### config.mk
export PLATFORM = sky130hd
export DESIGN_NAME = pet_control
export DESIGN_NICKNAME = d
export VERILOG_FILES = /design/src/verilog/pet_bus_pkg.sv /design/src/verilog/pet_reg_pkg.sv /design/src/verilog/wb_arbiter.sv /design/src/verilog/register_file.sv /design/src/verilog/cpu_io_port.sv /design/src/verilog/pet_control.sv
export VERILOG_INCLUDE_DIRS = /design/src /design/src/include
export SDC_FILE = /design/constraint.sdc
export NUM_CORES = 1
export LEC_CHECK = 0
export BUFFER_PORTS_ARGS = -buffer_cell sky130_fd_sc_hd__buf_4
export CORE_MARGIN = 2
export CORE_UTILIZATION = 44
export DETAILED_ROUTE_END_ITERATION = 6
export MAX_ROUTING_LAYER = met4
export PLACE_DENSITY = 0.85
export SLEW_MARGIN = 20
export SYNTH_ARGS = -nofsm -noshare
export SYNTH_HDL_FRONTEND = slang
export SYNTH_SLANG_ARGS = --single-unit
export TNS_END_PERCENT = 1
### constraint.sdc
create_clock -name clock_i -period 2.9 [get_ports clock_i]
set_input_delay 0 -clock clock_i [delete_from_list [all_inputs] [get_ports clock_i]]
set_output_delay 0 -clock clock_i [all_outputs]
set_load 0.05 [all_outputs]
### src/include/pet_cfg.svh
// ======================================================================
// configuration constants for the PET control register block.
// bus widths, register map, 6502 I/O address and power-on values.
// included by the packages and by every module that needs a constant.
// ======================================================================

`ifndef PET_CFG_SVH
`define PET_CFG_SVH

// register bus.
`define PET_CFG_DATA_WIDTH 8
`define PET_CFG_REG_ADDR_WIDTH 4

// register map.
`define PET_CFG_REG_CPU_ADDR 4'h0
`define PET_CFG_REG_VIDEO_ADDR 4'h1

// 6502 side.
`define PET_CFG_CPU_ADDR_WIDTH 16
`define PET_CFG_VIDEO_IO_ADDR 16'hE888

// power-on values of the CPU control lines.
`define PET_CFG_CPU_RESET_INIT 1'b1
`define PET_CFG_CPU_READY_INIT 1'b0

`endif

### src/verilog/pet_bus_pkg.sv
// ======================================================================
// types of the pipelined Wishbone register bus.
// request and response bundles shared by masters, arbiter and slave,
// and the grant encoding used by the arbiter.
// ======================================================================

`include "pet_cfg.svh"

package pet_bus_pkg;

    // request from a master toward the slave, 15 bits.
    typedef struct packed {
        logic                               cycle;
        logic                               strobe;
        logic                               we;
        logic [`PET_CFG_REG_ADDR_WIDTH-1:0] addr;
        logic [`PET_CFG_DATA_WIDTH-1:0]     data;
    } wb_req_t;

    // answer returned to a master, 10 bits.
    // stall only ever comes from the arbiter.
    typedef struct packed {
        logic                           ack;
        logic                           stall;
        logic [`PET_CFG_DATA_WIDTH-1:0] data;
    } wb_rsp_t;

    // which master currently owns the bus.
    typedef enum logic [1:0] {
        GRANT_NONE = 2'd0,
        GRANT_HOST = 2'd1,
        GRANT_CPU  = 2'd2
    } wb_grant_e;

endpackage

### src/verilog/pet_reg_pkg.sv
// ======================================================================
// register map and field layouts of the control register file.
// the structs give the bit positions seen on the data bus.
// ======================================================================

`include "pet_cfg.svh"

package pet_reg_pkg;

    // mapped register addresses; anything else reads as zero.
    typedef enum logic [`PET_CFG_REG_ADDR_WIDTH-1:0] {
        REG_CPU   = `PET_CFG_REG_CPU_ADDR,
        REG_VIDEO = `PET_CFG_REG_VIDEO_ADDR
    } reg_addr_e;

    // CPU control register.
    typedef struct packed {
        logic [5:0] reserved;
        logic       reset;
        logic       ready;
    } cpu_reg_t;

    // video control register.
    // graphics reflects the input pin and ignores writes.
    typedef struct packed {
        logic [3:0] reserved;
        logic [1:0] ram_mask;
        logic       graphics;
        logic       col_80_mode;
    } video_reg_t;

endpackage

### src/verilog/wb_arbiter.sv
// ======================================================================
// round-robin arbiter joining two Wishbone masters to one slave.
// an idle bus is granted in the same cycle a master raises cycle; the
// grant is held until the slave acks, and the loser sees stall.
// ======================================================================

`include "pet_cfg.svh"

module wb_arbiter (
    input  logic                           clock_i,
    input  logic                           reset_n_i,
    input  pet_bus_pkg::wb_req_t           host_req_i,
    output pet_bus_pkg::wb_rsp_t           host_rsp_o,
    input  pet_bus_pkg::wb_req_t           cpu_req_i,
    output pet_bus_pkg::wb_rsp_t           cpu_rsp_o,
    output pet_bus_pkg::wb_req_t           slave_req_o,
    input  logic                           slave_ack_i,
    input  logic [`PET_CFG_DATA_WIDTH-1:0] slave_data_i
);

    pet_bus_pkg::wb_grant_e grant_q;
    pet_bus_pkg::wb_grant_e grant;
    logic                   last_host_q;
    logic                   new_grant;

    // keep an existing owner, else pick from the requesters.
    always_comb begin
        if (grant_q != pet_bus_pkg::GRANT_NONE) begin
            grant = grant_q;
        end else if (host_req_i.cycle && cpu_req_i.cycle) begin
            // both want the bus, so alternate.
            grant = last_host_q ? pet_bus_pkg::GRANT_CPU : pet_bus_pkg::GRANT_HOST;
        end else if (host_req_i.cycle) begin
            grant = pet_bus_pkg::GRANT_HOST;
        end else if (cpu_req_i.cycle) begin
            grant = pet_bus_pkg::GRANT_CPU;
        end else begin
            grant = pet_bus_pkg::GRANT_NONE;
        end
    end

    assign new_grant = (grant_q == pet_bus_pkg::GRANT_NONE) &&
                       (grant != pet_bus_pkg::GRANT_NONE);

    // last_host_q starts low so the host wins the first tie.
    always_ff @(posedge clock_i or negedge reset_n_i) begin
        if (!reset_n_i) begin
            grant_q     <= pet_bus_pkg::GRANT_NONE;
            last_host_q <= 1'b0;
        end else begin
            if (slave_ack_i) begin
                grant_q <= pet_bus_pkg::GRANT_NONE;
            end else begin
                grant_q <= grant;
            end
            if (new_grant) begin
                last_host_q <= (grant == pet_bus_pkg::GRANT_HOST);
            end
        end
    end

    // forward the owner's request.
    always_comb begin
        case (grant)
            pet_bus_pkg::GRANT_HOST: slave_req_o = host_req_i;
            pet_bus_pkg::GRANT_CPU:  slave_req_o = cpu_req_i;
            default:                 slave_req_o = '0;
        endcase
    end

    // ack and data go back to the owner only.
    always_comb begin
        host_rsp_o       = '0;
        cpu_rsp_o        = '0;
        host_rsp_o.stall = host_req_i.cycle && (grant != pet_bus_pkg::GRANT_HOST);
        cpu_rsp_o.stall  = cpu_req_i.cycle && (grant != pet_bus_pkg::GRANT_CPU);
        if (grant == pet_bus_pkg::GRANT_HOST) begin
            host_rsp_o.ack  = slave_ack_i;
            host_rsp_o.data = slave_data_i;
        end
        if (grant == pet_bus_pkg::GRANT_CPU) begin
            cpu_rsp_o.ack  = slave_ack_i;
            cpu_rsp_o.data = slave_data_i;
        end
    end

endmodule

### src/verilog/register_file.sv
// ======================================================================
// Wishbone slave holding the CPU and video control registers.
// every accepted strobe is acked one cycle later with read data; write
// effects reach the outputs in the ack cycle. it never stalls.
// ======================================================================

`include "pet_cfg.svh"

module register_file (
    input  logic                           clock_i,
    input  logic                           reset_n_i,
    input  pet_bus_pkg::wb_req_t           bus_req_i,
    output logic                           bus_ack_o,
    output logic [`PET_CFG_DATA_WIDTH-1:0] bus_data_o,
    input  logic                           video_graphic_i,
    output logic                           cpu_ready_o,
    output logic                           cpu_reset_o,
    output logic                           video_col_80_mode_o,
    output logic [1:0]                     video_ram_mask_o
);

    logic                    accept;
    logic                    ack_q;
    logic [`PET_CFG_DATA_WIDTH-1:0] data_q;
    logic [`PET_CFG_DATA_WIDTH-1:0] rd_data;

    // register state.
    logic       cpu_ready_q;
    logic       cpu_reset_q;
    logic       col_80_q;
    logic [1:0] ram_mask_q;

    pet_reg_pkg::cpu_reg_t   cpu_rd;
    pet_reg_pkg::video_reg_t video_rd;
    pet_reg_pkg::cpu_reg_t   cpu_wr;
    pet_reg_pkg::video_reg_t video_wr;
    pet_reg_pkg::reg_addr_e  addr;

    // no stall here, so strobe alone means accepted.
    assign accept = bus_req_i.cycle && bus_req_i.strobe;
    assign addr   = pet_reg_pkg::reg_addr_e'(bus_req_i.addr);

    // readback images.
    always_comb begin
        cpu_rd             = '0;
        cpu_rd.ready       = cpu_ready_q;
        cpu_rd.reset       = cpu_reset_q;
        video_rd             = '0;
        video_rd.col_80_mode = col_80_q;
        video_rd.graphics    = video_graphic_i;
        video_rd.ram_mask    = ram_mask_q;
    end

    assign cpu_wr   = pet_reg_pkg::cpu_reg_t'(bus_req_i.data);
    assign video_wr = pet_reg_pkg::video_reg_t'(bus_req_i.data);

    always_comb begin
        case (addr)
            pet_reg_pkg::REG_CPU:   rd_data = cpu_rd;
            pet_reg_pkg::REG_VIDEO: rd_data = video_rd;
            default:                rd_data = '0;
        endcase
    end

    always_ff @(posedge clock_i or negedge reset_n_i) begin
        if (!reset_n_i) begin
            ack_q       <= 1'b0;
            cpu_ready_q <= `PET_CFG_CPU_READY_INIT;
            cpu_reset_q <= `PET_CFG_CPU_RESET_INIT;
            col_80_q    <= 1'b0;
            ram_mask_q  <= 2'b00;
        end else begin
            ack_q <= accept;
            if (accept && bus_req_i.we) begin
                case (addr)
                    pet_reg_pkg::REG_CPU: begin
                        cpu_ready_q <= cpu_wr.ready;
                        cpu_reset_q <= cpu_wr.reset;
                    end
                    pet_reg_pkg::REG_VIDEO: begin
                        // graphics bit is read only.
                        col_80_q   <= video_wr.col_80_mode;
                        ram_mask_q <= video_wr.ram_mask;
                    end
                    default: ;
                endcase
            end
        end
    end

    // read data, valid alongside ack.
    always_ff @(posedge clock_i) begin
        if (accept && !bus_req_i.we) begin
            data_q <= rd_data;
        end
    end

    assign bus_ack_o           = ack_q;
    assign bus_data_o          = data_q;
    assign cpu_ready_o         = cpu_ready_q;
    assign cpu_reset_o         = cpu_reset_q;
    assign video_col_80_mode_o = col_80_q;
    assign video_ram_mask_o    = ram_mask_q;

endmodule

### src/verilog/cpu_io_port.sv
// ======================================================================
// turns 6502 writes to the video I/O location into Wishbone writes of
// the video register. one pending value is buffered; later writes
// overwrite it until it is taken by the bus.
// ======================================================================

`include "pet_cfg.svh"

module cpu_io_port (
    input  logic                               clock_i,
    input  logic                               reset_n_i,
    input  logic                               cpu_we_i,
    input  logic [`PET_CFG_CPU_ADDR_WIDTH-1:0] cpu_addr_i,
    input  logic [`PET_CFG_DATA_WIDTH-1:0]     cpu_data_i,
    output pet_bus_pkg::wb_req_t               bus_req_o,
    input  pet_bus_pkg::wb_rsp_t               bus_rsp_i
);

    typedef enum logic [1:0] {
        ST_IDLE,
        ST_REQUEST,
        ST_WAIT
    } state_e;

    state_e                         state_q;
    logic                           hit;
    logic                           accepted;
    logic                           pending_valid_q;
    logic [`PET_CFG_DATA_WIDTH-1:0] pending_data_q;

    assign hit      = cpu_we_i && (cpu_addr_i == `PET_CFG_VIDEO_IO_ADDR);
    assign accepted = (state_q == ST_REQUEST) && !bus_rsp_i.stall;

    always_ff @(posedge clock_i or negedge reset_n_i) begin
        if (!reset_n_i) begin
            state_q         <= ST_IDLE;
            pending_valid_q <= 1'b0;
        end else begin
            // a fresh write keeps the buffer full even on acceptance.
            if (hit) begin
                pending_valid_q <= 1'b1;
            end else if (accepted) begin
                pending_valid_q <= 1'b0;
            end
            case (state_q)
                ST_IDLE: begin
                    if (hit || pending_valid_q) begin
                        state_q <= ST_REQUEST;
                    end
                end
                ST_REQUEST: begin
                    if (accepted) begin
                        state_q <= ST_WAIT;
                    end
                end
                ST_WAIT: begin
                    // cycle drops for one clock between transfers.
                    if (bus_rsp_i.ack) begin
                        state_q <= ST_IDLE;
                    end
                end
                default: state_q <= ST_IDLE;
            endcase
        end
    end

    // last write wins.
    always_ff @(posedge clock_i) begin
        if (hit) begin
            pending_data_q <= cpu_data_i;
        end
    end

    always_comb begin
        bus_req_o        = '0;
        bus_req_o.cycle  = (state_q != ST_IDLE);
        bus_req_o.strobe = (state_q == ST_REQUEST);
        bus_req_o.we     = 1'b1;
        bus_req_o.addr   = pet_reg_pkg::REG_VIDEO;
        bus_req_o.data   = pending_data_q;
    end

endmodule

### src/verilog/pet_control.sv
// ======================================================================
// control register block of the PET computer.
// the host port and the 6502 I/O port share the register file through
// a round-robin arbiter. outputs drive the CPU and video control lines.
// ======================================================================

`include "pet_cfg.svh"

module pet_control (
    input  logic                               clock_i,
    input  logic                               reset_n_i,
    input  pet_bus_pkg::wb_req_t               host_req_i,
    output pet_bus_pkg::wb_rsp_t               host_rsp_o,
    input  logic                               cpu_we_i,
    input  logic [`PET_CFG_CPU_ADDR_WIDTH-1:0] cpu_addr_i,
    input  logic [`PET_CFG_DATA_WIDTH-1:0]     cpu_data_i,
    input  logic                               video_graphic_i,
    output logic                               cpu_ready_o,
    output logic                               cpu_reset_o,
    output logic                               video_col_80_mode_o,
    output logic [1:0]                         video_ram_mask_o
);

    // CPU I/O master side.
    pet_bus_pkg::wb_req_t cpu_req;
    pet_bus_pkg::wb_rsp_t cpu_rsp;

    // arbiter to register file.
    pet_bus_pkg::wb_req_t           slave_req;
    logic                           slave_ack;
    logic [`PET_CFG_DATA_WIDTH-1:0] slave_data;

    cpu_io_port i_cpu_io_port (
        .clock_i    (clock_i),
        .reset_n_i  (reset_n_i),
        .cpu_we_i   (cpu_we_i),
        .cpu_addr_i (cpu_addr_i),
        .cpu_data_i (cpu_data_i),
        .bus_req_o  (cpu_req),
        .bus_rsp_i  (cpu_rsp)
    );

    wb_arbiter i_wb_arbiter (
        .clock_i      (clock_i),
        .reset_n_i    (reset_n_i),
        .host_req_i   (host_req_i),
        .host_rsp_o   (host_rsp_o),
        .cpu_req_i    (cpu_req),
        .cpu_rsp_o    (cpu_rsp),
        .slave_req_o  (slave_req),
        .slave_ack_i  (slave_ack),
        .slave_data_i (slave_data)
    );

    register_file i_register_file (
        .clock_i             (clock_i),
        .reset_n_i           (reset_n_i),
        .bus_req_i           (slave_req),
        .bus_ack_o           (slave_ack),
        .bus_data_o          (slave_data),
        .video_graphic_i     (video_graphic_i),
        .cpu_ready_o         (cpu_ready_o),
        .cpu_reset_o         (cpu_reset_o),
        .video_col_80_mode_o (video_col_80_mode_o),
        .video_ram_mask_o    (video_ram_mask_o)
    );

endmodule

==> results of run 1 <==
[cells by family (layout without fill, tap and decap cells)]
group                      count (synthesis)  count (layout)  share of synthesized area
adders and majority gates                  3               3                     0.0344
buffers and inverters                     13              62                     0.0666
DFF                                       20              20                      0.497
muxes                                      6               6                     0.0620
AOI/OAI and AO/OA                         17              17                      0.132
other                                      1               4                    0.00344
and+or+nand+nor                           37              37                      0.204
[power by group through the flow]
stage,clock network (mW),logic (mW),registers [mW]
floorplan,0,0.139,0.409
global placement,0,0.285,0.356
detailed placement,0,0.293,0.359
CTS,0.233,0.299,0.353
global route,0.243,0.319,0.357
finish,0.229,0.297,0.352
[flip-flops by register name, summed over array words and instances (netlist names)]
register	cells
i_cpu_io_port.pending_data_q	4
i_cpu_io_port.pending_valid_q	1
i_cpu_io_port.state_q	2
i_register_file.bus_ack_o	1
i_register_file.bus_data_o	4
i_register_file.cpu_ready_o	1
i_register_file.cpu_reset_o	1
i_register_file.video_col_80_mode_o	1
i_register_file.video_ram_mask_o	2
i_wb_arbiter.grant_q	2
i_wb_arbiter.last_host_q	1
[cells in the mapped netlist (all sizes together)]
library cell	count	share of area
dfrtp	11	0.25
edfxtp	8	0.22
nor2	8	0.028
and2	7	0.040
buf	6	0.042
mux2	6	0.062
nand2	6	0.021
inv	5	0.017
a22oi	4	0.028
a21oi	3	0.017
ha	3	0.034
nor3	3	0.018
a221oi	2	0.032
a22o	2	0.016
clkbuf	2	0.0069
nand3	2	0.018
nand3b	2	0.017
nor2b	2	0.011
nor4b	2	0.016
o21ai	2	0.013
a31oi	1	0.0057
and3	1	0.0057
conb	1	0.0034
dfstp	1	0.024
nand4	1	0.0057
nand4bb	1	0.010
o21a	1	0.0069
o22ai	1	0.0057
o31a	1	0.0080
or2	1	0.0057
or4	1	0.0069
[per-layer routing]
layer | GRT usage | up-vias | routed length, µm
met3 | 0.0278 | 4 | 143
met5 | - | - | 0
met4 | 0.103 | 0 | 44
li1 | - | 441 | -
met2 | 0.321 | 42 | 1310
met1 | 0.223 | 435 | 909
[cell type report]
| class | instances | area [µm²] | share of cell area |
|---|---|---|---|
| inverter | 5 | 18.8 | 0.0121 |
| multi-input combinational | 67 | 487 | 0.314 |
| timing repair buffer | 53 | 413 | 0.266 |
| clock inverter | 1 | 30.0 | 0.0194 |
| tap | 30 | 37.5 | 0.0242 |
| clock buffer | 3 | 22.5 | 0.0145 |
| sequential | 20 | 542 | 0.349 |
[layout by cell type (no fill, tap or decap)]
| cell | count |
|---|---|
| nand3_2 | 2 |
| o21ai_0 | 1 |
| a221oi_1 | 1 |
| o31a_1 | 1 |
| mux2_1 | 5 |
| a21oi_2 | 1 |
| dlygate4sd3_1 | 6 |
| bufinv_16 | 1 |
| nor4b_1 | 2 |
| dfstp_2 | 1 |
| and2_1 | 7 |
| a221oi_4 | 1 |
| a22oi_1 | 4 |
| and3_1 | 1 |
| nand2_1 | 6 |
| mux2_2 | 1 |
| edfxtp_1 | 8 |
| a21oi_1 | 2 |
| inv_1 | 5 |
| o21ai_2 | 1 |
| nand3b_1 | 1 |
| or4_1 | 1 |
| nor3_1 | 2 |
| o22ai_1 | 1 |
| a22o_1 | 2 |
| clkbuf_4 | 3 |
| dfrtp_1 | 11 |
| nor2b_1 | 2 |
| ha_1 | 3 |
| o21a_1 | 1 |
| nand4_1 | 1 |
| nor3_2 | 1 |
| nand4bb_1 | 1 |
| nand3b_2 | 1 |
| buf_4 | 47 |
| a31oi_1 | 1 |
| conb_1 | 4 |
| nor2_1 | 8 |
| or2_1 | 1 |
[worst paths after layout]
check | from | to | cells after the start
hold reg to reg | i_cpu_io_port.pending_valid_q | i_cpu_io_port.pending_valid_q | 2
hold / removal | cpu_addr_i[1] | i_cpu_io_port.pending_valid_q | 4
setup / recovery | i_cpu_io_port.state_q[0] | i_register_file.video_ram_mask_o[0] | 8
setup reg to reg | i_cpu_io_port.state_q[0] | i_register_file.video_ram_mask_o[0] | 8
max in group asynchronous | reset_n_i | i_register_file.cpu_reset_o | 2
min in group asynchronous | reset_n_i | i_register_file.bus_ack_o | 2
[worst max-delay path, delay by kind of cell (launching register included)]
family	cells	cell delay [ps]
muxes	1	350
buffers and inverters	1	210
AOI/OAI and AO/OA	3	500
and+or+nand+nor	2	480
adders and majority gates	1	430
DFF	1	500
[what timing repair did]
action | 4_1_cts | 5_1_grt
gates resized for setup | 0 | 0
hold buffers | 6 | 0
hold endpoints to repair | 17 | 0
[per-stage QoR]
| step | util | setup WS [ps] | std cells | instance area [µm²] |
|---|---|---|---|---|
| after floorplan | - | 643 | 100 | 1100 |
| after global placement | 0.597 | 454 | 169 | 1440 |
| after detailed placement | 0.597 | 339 | 169 | 1440 |
| after CTS | 0.643 | 336 | 179 | 1550 |
| after global routing | 0.643 | 73.0 | 179 | 1550 |
| final | 0.643 | 324 | 179 | 1550 |
==> flow_summary.json, run 1 <==
{
  "setup_viol": 0,
  "cp_max_fo": 8,
  "drive_gt1_frac": 0.403,
  "p_leak_nw": 0.736,
  "finalClockSkew_ps": 1.97,
  "gp_congestion": 0.780,
  "post_drt_wl_per_cell_um": 13.5,
  "antenna_cells": 0,
  "synth-seq-cells": 20,
  "grt_max_degree": 13,
  "rsz0062_at_grt": "false",
  "cp.arrival_ps": 2770,
  "power_frac_comb": 0.338,
  "cp_cell_sequence": "o21ai_0 > a31oi_1 > ha_1 > buf_4 > a21oi_1 > nor3_2 > nand3_2 > mux2_1",
  "fin_setup_tns_ps": 0,
  "ir_worst_vdd_mv": 0.429,
  "p_total_mw": 0.879,
  "status": "completed",
  "rows": 18,
  "max_stage_delay_ps": 500,
  "cpMaxStageDelayCell": "dfrtp_1",
  "ys_seq_area_frac": 0.497,
  "path_class": "flop to flop",
  "core_area_um2": 2410,
  "nets": 196,
  "num_io_pins": 58,
  "dieArea_um2": 2890,
  "clk_pin_slew_ps": 120,
  "port_buffers": 45,
  "drtPass1Iterations": 4,
  "drv_cap": 0,
  "via_per_inst": 5.15,
  "area_growth_pct": 42.3,
  "grt_pass1_vias": 867,
  "drv_slew": 0,
  "yosys_warnings": 0,
  "endpoint_kind": "flop",
  "netSwitchingFraction": 0.334,
  "fin_crit_sh": 0.888,
  "wl_mm": 2.41,
  "cts.sinks": 20,
  "final_antenna_net_count": 0,
  "p_switching_mw": 0.293,
  "hp-class": "input port to flop",
  "nFillCells": 194,
  "drc": 0,
  "clockRootBuffer": "clkbuf_4",
  "dp_hpwl_mm": 1.81,
  "synth_area_um2": 1090,
  "hold_slack_ps": 32.9,
  "h-tree-depth": 1,
  "pwr-share-clk": 0.261,
  "grt_pass1_wl_mm": 3.71,
  "grt_antenna_before_repair": 0,
  "period_needed_ps": 2580,
  "die_w_um": 53.8,
  "track_usage": 0.193,
  "r2r_setup_slack_ps": 320,
  "fp.dieH_um": 53.8,
  "syn_inst": 97,
  "clockBufferDepth": 2,
  "cts_tree": "built",
  "avgSynthCellArea_um2": 11.2,
  "finalHoldViolations": 0,
  "fmax_mhz": 388,
  "power_density_nw_per_um2": 567,
  "drt-initial-drc-count": 14,
  "critPathRequiredTime_ps": 3100,
  "insertion_delay_ps": 300,
  "grt_overflow": 0,
  "startpoint_type": "flop",
  "cts_setup_buffers": 0,
  "cts_made_buffers": 3,
  "initial_core_util": 0.452,
  "detailroute.via_count": 922,
  "power_frac_seq": 0.401,
  "post_synth_num_cell_types": 39,
  "internal_power_mw": 0.585
}
No activity file was read; power rests on OpenSTA's default activity.
==> run 2, diff against run 1 <==
--- a/config.mk
+++ b/config.mk
@@ -6,12 +6,11 @@
 export SDC_FILE = /design/constraint.sdc
 export NUM_CORES = 1
 export LEC_CHECK = 0
-export BUFFER_PORTS_ARGS = -buffer_cell sky130_fd_sc_hd__buf_4
 export CORE_MARGIN = 2
-export CORE_UTILIZATION = 44
+export CORE_UTILIZATION = 60
 export DETAILED_ROUTE_END_ITERATION = 6
-export MAX_ROUTING_LAYER = met4
-export PLACE_DENSITY = 0.85
+export DONT_BUFFER_PORTS = 1
+export PLACE_DENSITY = 0.82
 export SLEW_MARGIN = 20
 export SYNTH_ARGS = -nofsm -noshare
 export SYNTH_HDL_FRONTEND = slang
==> constraint.sdc (replaced) <==
create_clock -name clock_i -period 2.6 [get_ports clock_i]
set_input_delay 0 -clock clock_i [delete_from_list [all_inputs] [get_ports clock_i]]
set_output_delay 0 -clock clock_i [all_outputs]
set_load 0.05 [all_outputs]
==> flow_summary.json, run 2 (synthesized netlist as in run 1, its figures left out) <==
{
  "min_path_cells": 3,
  "cts_tree": "built",
  "critPathRequiredTime_ps": 2850,
  "nets": 164,
  "fp.dieH_um": 46.6,
  "cts.sinks": 20,
  "detailroute.via_count": 793,
  "fin_crit_sh": 0.917,
  "violations": "negative hold slack",
  "drv_cap": 0,
  "period_needed_ps": 2380,
  "final_cell_mix": "dlygate4sd3_1 (17), dfrtp_1 (11), nor2_1 (8), edfxtp_1 (8), and2_1 (7)",
  "hold_slack_ps": -5.55,
  "fin_setup_tns_ps": 0,
  "die_w_um": 46.6,
  "slew_headroom": 0.634,
  "insertion_delay_ps": 300,
  "startpoint_type": "flop",
  "rows": 15,
  "clockRootBuffer": "clkbuf_4",
  "dp_slack_ps": 134,
  "cpMaxStageDelayCell": "dlygate4sd3_1",
  "cp.arrival_ps": 2630,
  "setup_slack_ps": 216,
  "grt_overflow": 0,
  "hp-class": "input port to flop",
  "wl_mm": 2.07,
  "worst_slew_pin_slew_ps": 547,
  "h-tree-depth": 1,
  "track_usage": 0.208,
  "rsz0062_at_grt": "false",
  "p_leak_nw": 0.564,
  "dieArea_um2": 2170,
  "drive_gt1_frac": 0.162,
  "cp_max_fo": 7,
  "area_growth_pct": 21.4,
  "post_drt_wl_per_cell_um": 14.6,
  "num_io_pins": 58,
  "clockBufferDepth": 2,
  "power_density_nw_per_um2": 617,
  "port_buffers": 0,
  "status": "complete, but fails checks",
  "ir_worst_vdd_mv": 0.383,
  "final_antenna_net_count": 0,
  "cts_made_buffers": 3,
  "fmax_mhz": 419,
  "path_class": "flop to flop",
  "drt-initial-drc-count": 14,
  "gp_congestion": 0.730,
  "max_stage_delay_ps": 590,
  "drv_slew": 0,
  "drtPass1Iterations": 4,
  "dp_hpwl_mm": 1.53,
  "grt_max_degree": 13,
  "setup_viol": 0,
  "final_common_cell": "dlygate4sd3_1",
  "cts_setup_buffers": 0,
  "drc": 0,
  "core_area_um2": 1730,
  "clk_pin_slew_ps": 100,
  "finalHoldViolations": 1,
  "grt_pass1_vias": 700,
  "initial_core_util": 0.631,
  "grt_antenna_before_repair": 0,
  "antenna_cells": 0,
  "r2r_cells": 6,
  "finalClockSkew_ps": 4.79,
  "cp_cell_sequence": "o21ai_0 > a31oi_2 > ha_1 > nand3b_2 > a221oi_4 > dlygate4sd3_1",
  "via_per_inst": 5.58,
  "endpoint_kind": "flop",
  "grt_pass1_wl_mm": 3.02
}
==> run 2: per-stage QoR <==
step           utilization  instance area (µm²)  instances  power [mW]
2_1_floorplan            -                 1100        100       0.611
3_3_place_gp         0.642                 1110        121       0.632
3_5_place_dp         0.642                 1110        121       0.640
4_1_cts              0.756                 1310        142       0.812
5_1_grt              0.766                 1320        142       0.848
6_report             0.766                 1320        142       0.816
==> run 2: routing by layer <==
metal / track usage / vias to the layer above / part of all wire
li1: - / 380 / -
met1: 0.267 / 376 / 0.42
met2: 0.339 / 32 / 0.50
met3: 0.0235 / 5 / 0.052
met4: 0.117 / 0 / 0.025
met5: 0 / - / 0
==> run 2: power by group <==
| group | internal (mW) | switching [mW] |
|---|---|---|
| logic | 0.0801 | 0.124 |
| registers | 0.367 | 0.0903 |
| clock network | 0.0599 | 0.0947 |
==> run 2: area by class of cell <==
cell class / count / area [µm²]
tap: 25 / 31.3
fill: 126 / 404
timing repair buffer: 21 / 200
sequential: 20 / 542
clock buffer: 4 / 26.3
inverter: 5 / 18.8
multi-input combinational: 67 / 504
==> run 2: worst max-delay path, delay by kind of cell (launching register included) <==
kind,cells,cell delay [ps]
AOI/OAI and AO/OA,3,780
buffers and inverters,1,590
DFF,1,500
adders and majority gates,1,300
and+or+nand+nor,1,150
==> run 2: worst paths after layout <==
path,from,end,slack [ps]
setup reg to reg,i_cpu_io_port.state_q[0],i_register_file.bus_ack_o,220
hold reg to reg,i_cpu_io_port.pending_valid_q,i_cpu_io_port.pending_valid_q,490
setup / recovery,i_cpu_io_port.state_q[0],i_register_file.bus_ack_o,220
hold / removal,cpu_addr_i[8],i_cpu_io_port.state_q[0],-6
min in group asynchronous,reset_n_i,i_register_file.video_ram_mask_o[1],110
max in group asynchronous,reset_n_i,i_register_file.cpu_reset_o,2130
==> run 2: repair_timing <==
item                                   in CTS  in global routing
endpoints found under the hold margin      24                  0
gates resized for setup                     0                  4
hold buffers                               17                  0
setup endpoints to repair                   0                  8
==> run 3, diff against run 2 <==
--- a/config.mk
+++ b/config.mk
@@ -7,10 +7,11 @@
 export NUM_CORES = 1
 export LEC_CHECK = 0
 export CORE_MARGIN = 2
-export CORE_UTILIZATION = 60
+export CORE_UTILIZATION = 50
 export DETAILED_ROUTE_END_ITERATION = 6
 export DONT_BUFFER_PORTS = 1
-export PLACE_DENSITY = 0.82
+export PLACE_DENSITY = 0.71
+export SETUP_SLACK_MARGIN = 0.4
 export SLEW_MARGIN = 20
 export SYNTH_ARGS = -nofsm -noshare
 export SYNTH_HDL_FRONTEND = slang
==> flow_summary.json, run 3 (synthesized netlist as in run 1, its figures left out) <==
{
  "final_cell_mix": "dlygate4sd3_1 (14), buf_4 (12), dfrtp_1 (9)",
  "grt_antenna_before_repair": 0,
  "cpMaxStageDelayCell": "dfrtp_2",
  "area_growth_pct": 33.8,
  "min_path_cells": 3,
  "pwr-share-clk": 0.199,
  "reg2reg_from": "i_cpu_io_port.state_q[0]",
  "dieArea_um2": 2570,
  "gp_congestion": 0.744,
  "grt_pass1_vias": 788,
  "met3_length_um": 118,
  "port_buffers": 0,
  "grt_overflow": 0,
  "finalClockSkew_ps": 11.4,
  "dp_hpwl_mm": 1.51,
  "power_frac_comb": 0.279,
  "r2r_cells": 9,
  "die_w_um": 50.7,
  "initial_core_util": 0.544,
  "drtPass1Iterations": 4,
  "insertion_delay_ps": 300,
  "final_antenna_net_count": 0,
  "drt-initial-drc-count": 5,
  "p_leak_nw": 0.658,
  "slew_headroom": 0.639,
  "nFillCells": 159,
  "cts_made_buffers": 3,
  "drive_gt1_frac": 0.333,
  "cts_tree": "built",
  "nets": 170,
  "grt_pass1_wl_mm": 3.39,
  "core_area_um2": 2000,
  "startpoint": "i_cpu_io_port.state_q[0]",
  "fp.dieH_um": 50.7,
  "path_class": "flop to flop",
  "rows": 16,
  "drc": 0,
  "setup_slack_ps": 487,
  "setup_viol": 0,
  "clockBufferDepth": 2,
  "via_per_inst": 5.42,
  "dr_wl_met2_mm": 1.24,
  "internal_power_mw": 0.561,
  "fin_setup_tns_ps": 0,
  "drv_slew": 0,
  "finalHoldViolations": 0,
  "endpoint_kind": "flop",
  "cp.arrival_ps": 2310,
  "track_usage": 0.183,
  "startpoint_type": "flop",
  "critPathRequiredTime_ps": 2800,
  "fmax_mhz": 473,
  "power_density_nw_per_um2": 606,
  "wl_met1_um": 981,
  "rsz0062_at_grt": "false",
  "h-tree-depth": 1,
  "ir_worst_vdd_mv": 0.638,
  "p_switching_mw": 0.322,
  "power_frac_seq": 0.522,
  "num_io_pins": 58,
  "detailroute.via_count": 813,
  "netSwitchingFraction": 0.365,
  "max_stage_delay_ps": 410,
  "worst_slew_pin_slew_ps": 540,
  "clk_pin_slew_ps": 110,
  "top_layer": "met4",
  "drv_cap": 0,
  "cp_cell_sequence": "o22ai_2 > o21a_2 > inv_2 > ha_4 > buf_4 > a21oi_1 > nor2_1 > nand3_2 > mux2_4",
  "wl_mm": 2.37,
  "post-route-util": 0.728,
  "fin_crit_sh": 0.813,
  "dp_slack_ps": 106,
  "grt_max_degree": 13,
  "period_needed_ps": 2110,
  "hp-class": "input port to flop",
  "antenna_cells": 0,
  "final_common_cell": "dlygate4sd3_1",
  "post_drt_wl_per_cell_um": 15.8,
  "cts.sinks": 20,
  "hp-start": "host_req_i[0]",
  "clockRootBuffer": "clkbuf_4",
  "status": "completed",
  "cp_max_fo": 4
}
[run 3: cell types whose count changed in the layout (fill, tap and decap cells not counted), moves of 2 or more]
cell           delta
buf_4             +8
dlygate4sd3_1     -3
mux2_1            -3
mux2_4            +3
dfrtp_1           -2
dfrtp_2           +2
ha_4              +2
inv_1             -2
inv_2             +2
[run 3: final cells by class]
cell class	instances	area, µm²	share of cell area
multi-input combinational	67	574	0.394
sequential	20	544	0.373
timing repair buffer	27	250	0.172
clock buffer	4	36.3	0.0249
tap	27	33.8	0.0232
inverter	5	18.8	0.0129
[run 3: metal layers]
| layer | vias up | GRT usage |
|---|---|---|
| met4 | 0 | 0.0766 |
| met5 | - | 0 |
| met1 | 379 | 0.215 |
| met3 | 4 | 0.0536 |
| li1 | 397 | - |
| met2 | 33 | 0.311 |
[run 3: timing repair]
action / CTS / global route
resized for setup: 11 / 10
setup endpoints to repair: 12 / 9
pin swaps: 3 / 7
buffers inserted: 2 / 8
hold endpoints to repair: 24 / 0
hold buffers: 14 / 0
[run 3: worst paths after layout]
kind	slack [ps]	endpoint
max reg2reg	490	i_register_file.video_ram_mask_o[1]
min in group asynchronous	100	i_cpu_io_port.pending_valid_q
max in group asynchronous	2100	i_cpu_io_port.state_q[1]
max	490	i_register_file.video_ram_mask_o[1]
min reg2reg	490	i_cpu_io_port.pending_valid_q
min	50	i_register_file.cpu_ready_o
[run 3: through the flow]
step	hold WS, ps	instances	area, µm²	total power, mW
finish	49.3	150	1460	0.883
floorplan	-296	100	1100	0.612
global route	60.2	150	1460	0.924
detailed placement	-295	122	1110	0.638
CTS	37.1	142	1350	0.851
global placement	-295	122	1110	0.634
[run 3: worst max-delay path, delay by kind of cell (launching register included)]
kind / cells / cell delay, ps
and+or+nand+nor: 2 / 490
buffers and inverters: 2 / 220
DFF: 1 / 410
adders and majority gates: 1 / 160
muxes: 1 / 330
AOI/OAI and AO/OA: 3 / 400
[run 3: power groups by stage]
stage	logic, mW	clock network, mW	registers [mW]
floorplan	0.156	0	0.456
global placement	0.170	0	0.464
detailed placement	0.174	0	0.464
CTS	0.212	0.179	0.460
global route	0.263	0.194	0.467
finish	0.246	0.176	0.461
